==> src/sysCtrl_macros.svh <==
`ifndef SYSCTRL_MACROS_SVH
`define SYSCTRL_MACROS_SVH

// Refresh phase counter
`define SC_REF_PERIOD     10 // Phases per refresh period
`define SC_REF_REQ_FIRST  3  // First phase with refReq high
`define SC_REF_URG_FIRST  7  // First phase with refUrgent high

// Long timer
`define SC_LONG_LEN       8192 // Refresh periods per long tick

// APB register map
`define SC_ADDR_CTRL      4'h0 // Clock and ROM enables
`define SC_ADDR_STATUS    4'h1 // Sequencer status, read only
`define SC_ADDR_CMD       4'h2 // Command strobes, write only

// CTRL after reset
`define SC_CTRL_RESET     3'b111 // Both oscillators and fast ROM on

// CMD bit positions
`define SC_CMD_RESTART    0 // Restart the power-up sequence

`endif

==> src/sysCtrlPkg.sv <==
`default_nettype none

package sysCtrlPkg;

	typedef logic [3:0] regAddrT; // APB register address
	typedef logic [7:0] regDataT; // APB data word
	typedef logic [3:0] refPhaseT; // Refresh phase within a period

	// Power-up sequencer states
	typedef enum logic [1:0] {
		stHoldBus  = 2'd0, // Host in reset and bus tristated
		stNmiCheck = 2'd1, // Sample the NMI button for a bus veto
		stSettle   = 2'd2, // One more long period before release
		stRun      = 2'd3 // Card running
	} seqStateT;

	// APB request from the host bridge
	typedef struct packed {
		logic    sel; // PSEL
		logic    enable; // PENABLE
		logic    write; // PWRITE
		regAddrT addr; // PADDR
		regDataT wdata; // PWDATA
	} apbReqT;

	// APB response, PREADY is always high
	typedef struct packed {
		regDataT rdata; // PRDATA
		logic    slverr; // PSLVERR
	} apbRspT;

	// Sequencer state as seen by the register block
	typedef struct packed {
		seqStateT state;
		logic     busReqN; // PDS bus request, low requests the bus
		logic     sysResN; // Host reset, low holds reset
		logic     addrOe; // Address and control output enable
	} seqStatusT;

	// Oscillator and ROM enables
	typedef struct packed {
		logic osc20En; // 20 MHz oscillator
		logic osc25En; // 25 MHz oscillator
		logic fastRomEn; // Fast ROM access
	} clkCfgT;

endpackage

`default_nettype wire

==> src/sysTimer.sv <==
`timescale 1ns/1ps
`default_nettype none

`include "sysCtrl_macros.svh"

module sysTimer import sysCtrlPkg::*; #(
	parameter int LongLen = `SC_LONG_LEN // Refresh periods per long tick
) (
	input  logic E,
	input  logic rstN,
	output logic refReq,
	output logic refUrgent,
	output logic longTick
);

	localparam int LongW = (LongLen > 1) ? $clog2(LongLen) : 1;

	// Phase boundaries, outputs are registered so each is set one phase early
	localparam refPhaseT LastPhase = refPhaseT'(`SC_REF_PERIOD - 1);
	localparam refPhaseT PreLast   = refPhaseT'(`SC_REF_PERIOD - 2);
	localparam refPhaseT ReqSet    = refPhaseT'(`SC_REF_REQ_FIRST - 1);
	localparam refPhaseT UrgSet    = refPhaseT'(`SC_REF_URG_FIRST - 1);

	localparam logic [LongW-1:0] LongLast = LongW'(LongLen - 1);

	refPhaseT         phase; // Free-running refresh phase
	logic [LongW-1:0] longCnt; // Completed refresh periods
	logic             periodEnd; // Last phase of the period
	logic             longWrap; // Current period is the last of the long interval

	assign periodEnd = (phase == LastPhase);
	assign longWrap  = (longCnt == LongLast);

	// Refresh phase counter
	always_ff @(posedge E) begin
		if (!rstN) begin
			phase <= '0; // Phase 0 in the first cycle after reset
		end else if (periodEnd) begin
			phase <= '0;
		end else begin
			phase <= phase + 1'b1;
		end
	end

	// Refresh requests, high while the next phase is inside the window
	always_ff @(posedge E) begin
		if (!rstN) begin
			refReq    <= 1'b0;
			refUrgent <= 1'b0;
		end else begin
			refReq    <= (phase >= ReqSet) && !periodEnd; // Phases 3 to 9
			refUrgent <= (phase >= UrgSet) && !periodEnd; // Phases 7 to 9
		end
	end

	// Long timer, advances once per period
	always_ff @(posedge E) begin
		if (!rstN) begin
			longCnt <= '0;
		end else if (periodEnd) begin
			longCnt <= longWrap ? '0 : longCnt + 1'b1;
		end
	end

	// Tick lands in phase 9 of the wrapping period
	always_ff @(posedge E) begin
		if (!rstN) begin
			longTick <= 1'b0;
		end else begin
			longTick <= (phase == PreLast) && longWrap;
		end
	end

	// Urgent request only ever escalates a pending request
	urgentNeedsReq: assert property (@(posedge E) disable iff (!rstN)
		$rose(refUrgent) |-> refReq && $past(refReq))
		else $error("refUrgent rose without refReq");

endmodule

`default_nettype wire

==> src/startupSeq.sv <==
`timescale 1ns/1ps
`default_nettype none

module startupSeq import sysCtrlPkg::*; (
	input  logic      E,
	input  logic      rstN,
	input  logic      longTick, // One pulse per long interval
	input  logic      nmiN, // NMI button, asynchronous and active low
	input  logic      restart, // One-cycle restart from the register block
	output seqStatusT status,
	output logic      sysResN,
	output logic      busReqN,
	output logic      addrOe
);

	logic     nmiMeta; // First synchronizer stage
	logic     nmiSync; // Button pressed, active high
	seqStateT state;
	seqStateT stateNext;

	// Two-flop synchronizer, pressed shows up two cycles later
	always_ff @(posedge E) begin
		if (!rstN) begin
			nmiMeta <= 1'b0;
			nmiSync <= 1'b0;
		end else begin
			nmiMeta <= !nmiN;
			nmiSync <= nmiMeta;
		end
	end

	// Next state, steps only on longTick
	always_comb begin
		stateNext = state;
		if (restart) begin
			stateNext = stHoldBus; // Back to the start, timers keep running
		end else if (longTick) begin
			unique case (state)
				stHoldBus:  stateNext = stNmiCheck;
				stNmiCheck: stateNext = nmiSync ? stNmiCheck : stSettle; // Wait for release
				stSettle:   stateNext = stRun;
				stRun:      stateNext = stRun; // Stays until restart
				default:    stateNext = stHoldBus;
			endcase
		end
	end

	always_ff @(posedge E) begin
		if (!rstN) begin
			state <= stHoldBus;
		end else begin
			state <= stateNext;
		end
	end

	// Bus request veto, sticky once the button is seen
	always_ff @(posedge E) begin
		if (!rstN || restart) begin
			busReqN <= 1'b0; // Default requests the bus
		end else if (state == stNmiCheck && nmiSync) begin
			busReqN <= 1'b1;
		end
	end

	// Host reset release on the first tick in stRun
	always_ff @(posedge E) begin
		if (!rstN || restart) begin
			sysResN <= 1'b0;
		end else if (state == stRun && longTick) begin
			sysResN <= 1'b1;
		end
	end

	// Address drivers follow the next state so they track stRun exactly
	always_ff @(posedge E) begin
		if (!rstN || restart) begin
			addrOe <= 1'b0; // Tristate PDS address and control
		end else begin
			addrOe <= (stateNext == stRun) && !busReqN;
		end
	end

	assign status = '{state: state, busReqN: busReqN, sysResN: sysResN, addrOe: addrOe};

	// Drivers only in stRun, and there only when the bus is ours
	addrOeOnlyInRun: assert property (@(posedge E) disable iff (!rstN)
		addrOe == (state == stRun && !busReqN))
		else $error("addrOe outside stRun or not matching busReqN");

	// Veto is only cleared by reset or restart
	busReqNSticky: assert property (@(posedge E) disable iff (!rstN)
		$fell(busReqN) |-> $past(restart) || !$past(rstN))
		else $error("busReqN fell without reset or restart");

endmodule

`default_nettype wire

==> src/cfgRegs.sv <==
`timescale 1ns/1ps
`default_nettype none

`include "sysCtrl_macros.svh"

module cfgRegs import sysCtrlPkg::*; (
	input  logic      E,
	input  logic      rstN,
	input  apbReqT    apbReq,
	output apbRspT    apbRsp,
	input  seqStatusT status, // Live sequencer state
	output clkCfgT    clkCfg, // CTRL register contents
	output logic      restart // Pulse one cycle after the CMD write
);

	logic    access; // Access phase of a transfer
	logic    wrAccess;
	logic    rdAccess;
	logic    hitCtrl;
	logic    hitStatus;
	logic    hitCmd;
	logic    mapped; // Address is one of the three registers
	logic    slvErr;
	logic    ctrlWe;
	regDataT rdData;

	assign access   = apbReq.sel && apbReq.enable; // Completes this cycle
	assign wrAccess = access && apbReq.write;
	assign rdAccess = access && !apbReq.write;

	// Address decode
	assign hitCtrl   = (apbReq.addr == `SC_ADDR_CTRL);
	assign hitStatus = (apbReq.addr == `SC_ADDR_STATUS);
	assign hitCmd    = (apbReq.addr == `SC_ADDR_CMD);
	assign mapped    = hitCtrl || hitStatus || hitCmd;

	// Unmapped address or a write to the read-only STATUS
	assign slvErr = access && (!mapped || (apbReq.write && hitStatus));

	assign ctrlWe = wrAccess && hitCtrl;

	// CTRL register
	always_ff @(posedge E) begin
		if (!rstN) begin
			clkCfg <= `SC_CTRL_RESET; // All enables on
		end else if (ctrlWe) begin
			clkCfg <= apbReq.wdata[$bits(clkCfgT)-1:0]; // Upper bits ignored
		end
	end

	// CMD strobe, one cycle after the access
	always_ff @(posedge E) begin
		if (!rstN) begin
			restart <= 1'b0;
		end else begin
			restart <= wrAccess && hitCmd && apbReq.wdata[`SC_CMD_RESTART];
		end
	end

	// Read mux, combinational in the access cycle
	always_comb begin
		rdData = '0;
		if (rdAccess) begin
			if (hitCtrl) begin
				rdData = regDataT'(clkCfg); // Bits 2 to 0
			end else if (hitStatus) begin
				rdData = regDataT'(status); // Bits 4 to 0
			end
			// CMD and unmapped read zero
		end
	end

	assign apbRsp = '{rdata: rdData, slverr: slvErr};

	// Every access phase follows a setup phase on the same select
	apbSetupFirst: assert property (@(posedge E) disable iff (!rstN)
		apbReq.enable |-> apbReq.sel && $past(apbReq.sel && !apbReq.enable))
		else $error("APB enable without a preceding setup phase");

endmodule

`default_nettype wire

==> src/sysCtrlTop.sv <==
`timescale 1ns/1ps
`default_nettype none

`include "sysCtrl_macros.svh"

module sysCtrlTop import sysCtrlPkg::*; #(
	parameter int LongLen = `SC_LONG_LEN // Shorten for simulation
) (
	input  logic   E, // Card clock, rising edge only
	input  logic   rstN, // Synchronous, active low
	input  logic   nmiN, // NMI button
	input  apbReqT apbReq,
	output apbRspT apbRsp,
	output logic   refReq, // DRAM refresh wanted
	output logic   refUrgent, // DRAM refresh overdue
	output logic   sysResN, // Host reset
	output logic   busReqN, // PDS bus request
	output logic   addrOe, // PDS address output enable
	output clkCfgT clkCfg // Oscillator and ROM enables
);

	logic      longTick; // Timer to sequencer
	logic      restart; // Register block to sequencer
	seqStatusT status; // Sequencer to register block

	// Refresh phase and long interval
	sysTimer #(
		.LongLen   (LongLen)
	) timer (
		.E         (E),
		.rstN      (rstN),
		.refReq    (refReq),
		.refUrgent (refUrgent),
		.longTick  (longTick)
	);

	// Power-up sequence
	startupSeq seq (
		.E        (E),
		.rstN     (rstN),
		.longTick (longTick),
		.nmiN     (nmiN),
		.restart  (restart),
		.status   (status),
		.sysResN  (sysResN),
		.busReqN  (busReqN),
		.addrOe   (addrOe)
	);

	// APB registers
	cfgRegs regs (
		.E       (E),
		.rstN    (rstN),
		.apbReq  (apbReq),
		.apbRsp  (apbRsp),
		.status  (status),
		.clkCfg  (clkCfg),
		.restart (restart)
	);

endmodule

`default_nettype wire

==> config.mk <==
export PLATFORM = sky130hd
export DESIGN_NAME = sysCtrlTop
export DESIGN_NICKNAME = d
export VERILOG_FILES = /design/src/sysCtrlPkg.sv /design/src/sysTimer.sv /design/src/startupSeq.sv /design/src/cfgRegs.sv /design/src/sysCtrlTop.sv
export VERILOG_INCLUDE_DIRS = /design/src
export SDC_FILE = /design/constraint.sdc
export NUM_CORES = 1
export LEC_CHECK = 0
export ABC_AREA = 1
export ABC_CLOCK_PERIOD_IN_PS = 1900
export BUFFER_PORTS_ARGS = -buffer_cell sky130_fd_sc_hd__buf_2
export CELL_PAD_IN_SITES_DETAIL_PLACEMENT = 1
export CELL_PAD_IN_SITES_GLOBAL_PLACEMENT = 1
export CORE_MARGIN = 2
export CORE_UTILIZATION = 37
export DETAILED_ROUTE_END_ITERATION = 6
export PLACE_DENSITY_LB_ADDON = 0.1
export SLEW_MARGIN = 0
export SYNTH_ARGS = -nofsm -noshare
export SYNTH_HDL_FRONTEND = slang
export SYNTH_SLANG_ARGS = --single-unit
export TNS_END_PERCENT = 20
==> constraint.sdc <==
create_clock -name E -period 1.9 [get_ports E]
set_input_delay 0.38 -clock E [delete_from_list [all_inputs] [get_ports E]]
set_output_delay 0.38 -clock E [all_outputs]
set_load 0.01 [all_outputs]
==> results.ini <==
[route]
drtAntennaViolNets = 0
totalWireLength_microns = 3400
drc = 0
vias = 1357
vias_per_cell = 4.83
dr.pass1.iters = 4
drtIter0Drc = 23
wire_per_inst_microns = 12.1

[hold_path]
min_path_type = input pin to register
hp-start = nmiN

[clock_tree]
clkSlewWorstSetupHoldPaths_ns = 0.07
clock_latency_ns = 0.29
cts_tree = built
cts_hold_buf = 0
h-tree-depth = 2
cts_resized = 0
cts_made_buffers = 5
clockRootBuffer = clkbuf_8
cts.path.max_buffers = 2
clock-sinks = 31
postCtsSetupBuffers = 0

[placed_design]
pre_cts_slack_ns = 0.131
gp_congestion = 0.850
numPortBuffers = 26
dp_hpwl_microns = 2730
dp_cells = 273

[worst_setup_path]
r2r_start = timer.phase[1]$_SDFF_PP0_
cp-startpoint = apbReq[11]
crit_family = simple AND/OR/NAND/NOR gates
cp.arrival_ns = 1.33
crit_chain = buf_2 > nor2_1 > inv_1 > nor3_4 > inv_1 > nor3_1 > buf_2
crit_required_ns = 1.52
end_kind = primary output
critPathBufInv = 4
worstPathMaxFanout = 4
slowest_delay_ns = 0.18
slowest_stage = nor2_1
start_kind = input pin
path_class = input pin to primary output

[synth]
syn_area_per_cell_sq_um = 7.33
synthesis.area_sq_mm = 0.00148
synth_cells = 202
synth-seq-area-share = 0.419
ys_warn_count = 0
ys_ff_latch = 31
synthDistinctLibCells = 26

[outcome]
status = completed

[global_route]
grt_use_met1 = 0.202
grt_remaining_overflow = 0
busiest_layer = met2
met2_usage = 0.323
antenna_found_initial = 0
grt_usage = 0.182
grt_max_degree = 12
grt_util_met3 = 0.0500
first_global_vias = 1433
grt_pass1_wl_microns = 6150

[floorplanning]
die_h_microns = 67.3
dieArea_sq_mm = 0.00452
die-width_microns = 67.3
core_area_sq_mm = 0.00374
initial_core_util = 0.395
rows = 22
io_pins = 35

[sta]
hold_viol_final = 0
rsz0062_at_grt = false
fin_crit_ns = 1.71
post-route-period-util = 0.899
max_freq_mhz = 586
setup_ws_ns = 0.192
slew_violations = 0
tns_ns = 0
skew_ns = 0.00423
setup_viol = 0

[layout]
antenna_cells = 0
mostFrequentLayoutCell = nand2_1
stdcell_count = 281
fin_nets = 255
final_cell_mix = 41 x nand2_1, 31 x dfxtp_1, 28 x inv_1, 28 x nor2_1, 26 x buf_2
drive_gt1_frac = 0.193
areaGrowthSynthToFinish_pct = 17.2

[power_and_ir_drop]
ir_drop_mv = 0.521
p_leak_uw = 0.000762
powerDensity_mw_per_mm2 = 727
total_power_uw = 1260

[flow_run]
maxCapViolCount = 0

-- flip-flops by register name (all words and copies together), names as in the netlist --
name             count
timer.refUrgent      1
regs.clkCfg          3
seq.busReqN          1
timer.longCnt       13
timer.phase          4
timer.refReq         1
seq.state            2
seq.addrOe           1
timer.longTick       1
seq.nmiSync          1
seq.sysResN          1
seq.nmiMeta          1
regs.restart         1
-- layout make-up --
| cell class | count | area, sq um |
|---|---|---|
| Fill cell | 509 | 2010 |
| Clock inverter | 3 | 20.0 |
| Inverter | 31 | 116 |
| Timing Repair Buffer | 26 | 130 |
| Tap cell | 48 | 60.1 |
| Sequential cell | 31 | 621 |
| Clock buffer | 5 | 68.8 |
| Multi-Input combinational cell | 137 | 719 |
-- report_power, final --
part	total (uW)	switching (uW)	leakage [uW]	internal, uW
Clock	510	256	0.0000402	254
Sequential	671	9.67	0.000251	661
Combinational	80.8	52.6	0.000470	28.2
Total	1260	319	0.000762	944
-- per-layer routing --
layer | vias up | share of wire
li1 | 690 | -
met5 | - | 0
met2 | 19 | 0.51
met1 | 640 | 0.44
met4 | 0 | 0.020
met3 | 8 | 0.035
-- synthesized netlist by cell type --
cell      count  share of area
nand2_1      41           0.10
dfxtp_1      31           0.42
inv_1        28          0.071
nor2_1       28          0.071
nand3_1      16          0.054
nand4_1       8          0.034
nor3_1        7          0.024
a21oi_1       6          0.020
buf_4         5          0.025
ha_1          5          0.042
nand2_2       3          0.013
xnor2_1       3          0.018
xor2_1        3          0.018
inv_2         2         0.0051
nor2_2        2         0.0085
nor2_4        2          0.015
o21a_1        2          0.010
o21ai_0       2         0.0068
a211oi_1      1         0.0051
a31oi_1       1         0.0042
clkinv_1      1         0.0025
conb_1        1         0.0025
nand3_4       1          0.012
nor3_2        1         0.0068
o21ai_1       1         0.0034
o31ai_1       1         0.0051
-- worst register-to-register path: stages (launching register included) --
cell and delay (ns):
dfxtp_1 0.35, inv_1 0.13, ha_1 0.25, nand3_4 0.13
nor2_4 0.21, nand4_1 0.13, nand2_2 0.16, nor2_1 0.07
-- per-stage QoR --
stage          hold WS (ns)  utilization  cell area, sq um
6_report              0.238        0.464              1740
5_1_grt               0.230        0.464              1740
4_1_cts               0.225        0.462              1730
3_5_place_dp          0.409        0.438              1640
3_3_place_gp          0.396        0.438              1640
2_1_floorplan         0.390            -              1490
-- cells by family after synthesis --
logic type / synth area share
compound gates: 0.0549
xor+xnor: 0.0355
fa+ha+maj: 0.0423
buf+inv: 0.104
flops: 0.419
other cells: 0.00253
simple gates: 0.342
-- final timing paths --
kind | to | slack, ns | cells past startpoint
min | seq.nmiMeta$_SDFF_PN0_ | 0.24 | 2
max reg2reg | timer.longCnt[7]$_SDFFE_PN0P_ | 0.37 | 7
min reg2reg | seq.nmiSync$_SDFF_PN0_ | 0.42 | 2
max | apbRsp[5] | 0.19 | 7
No activity file was read; power rests on OpenSTA's default activity.
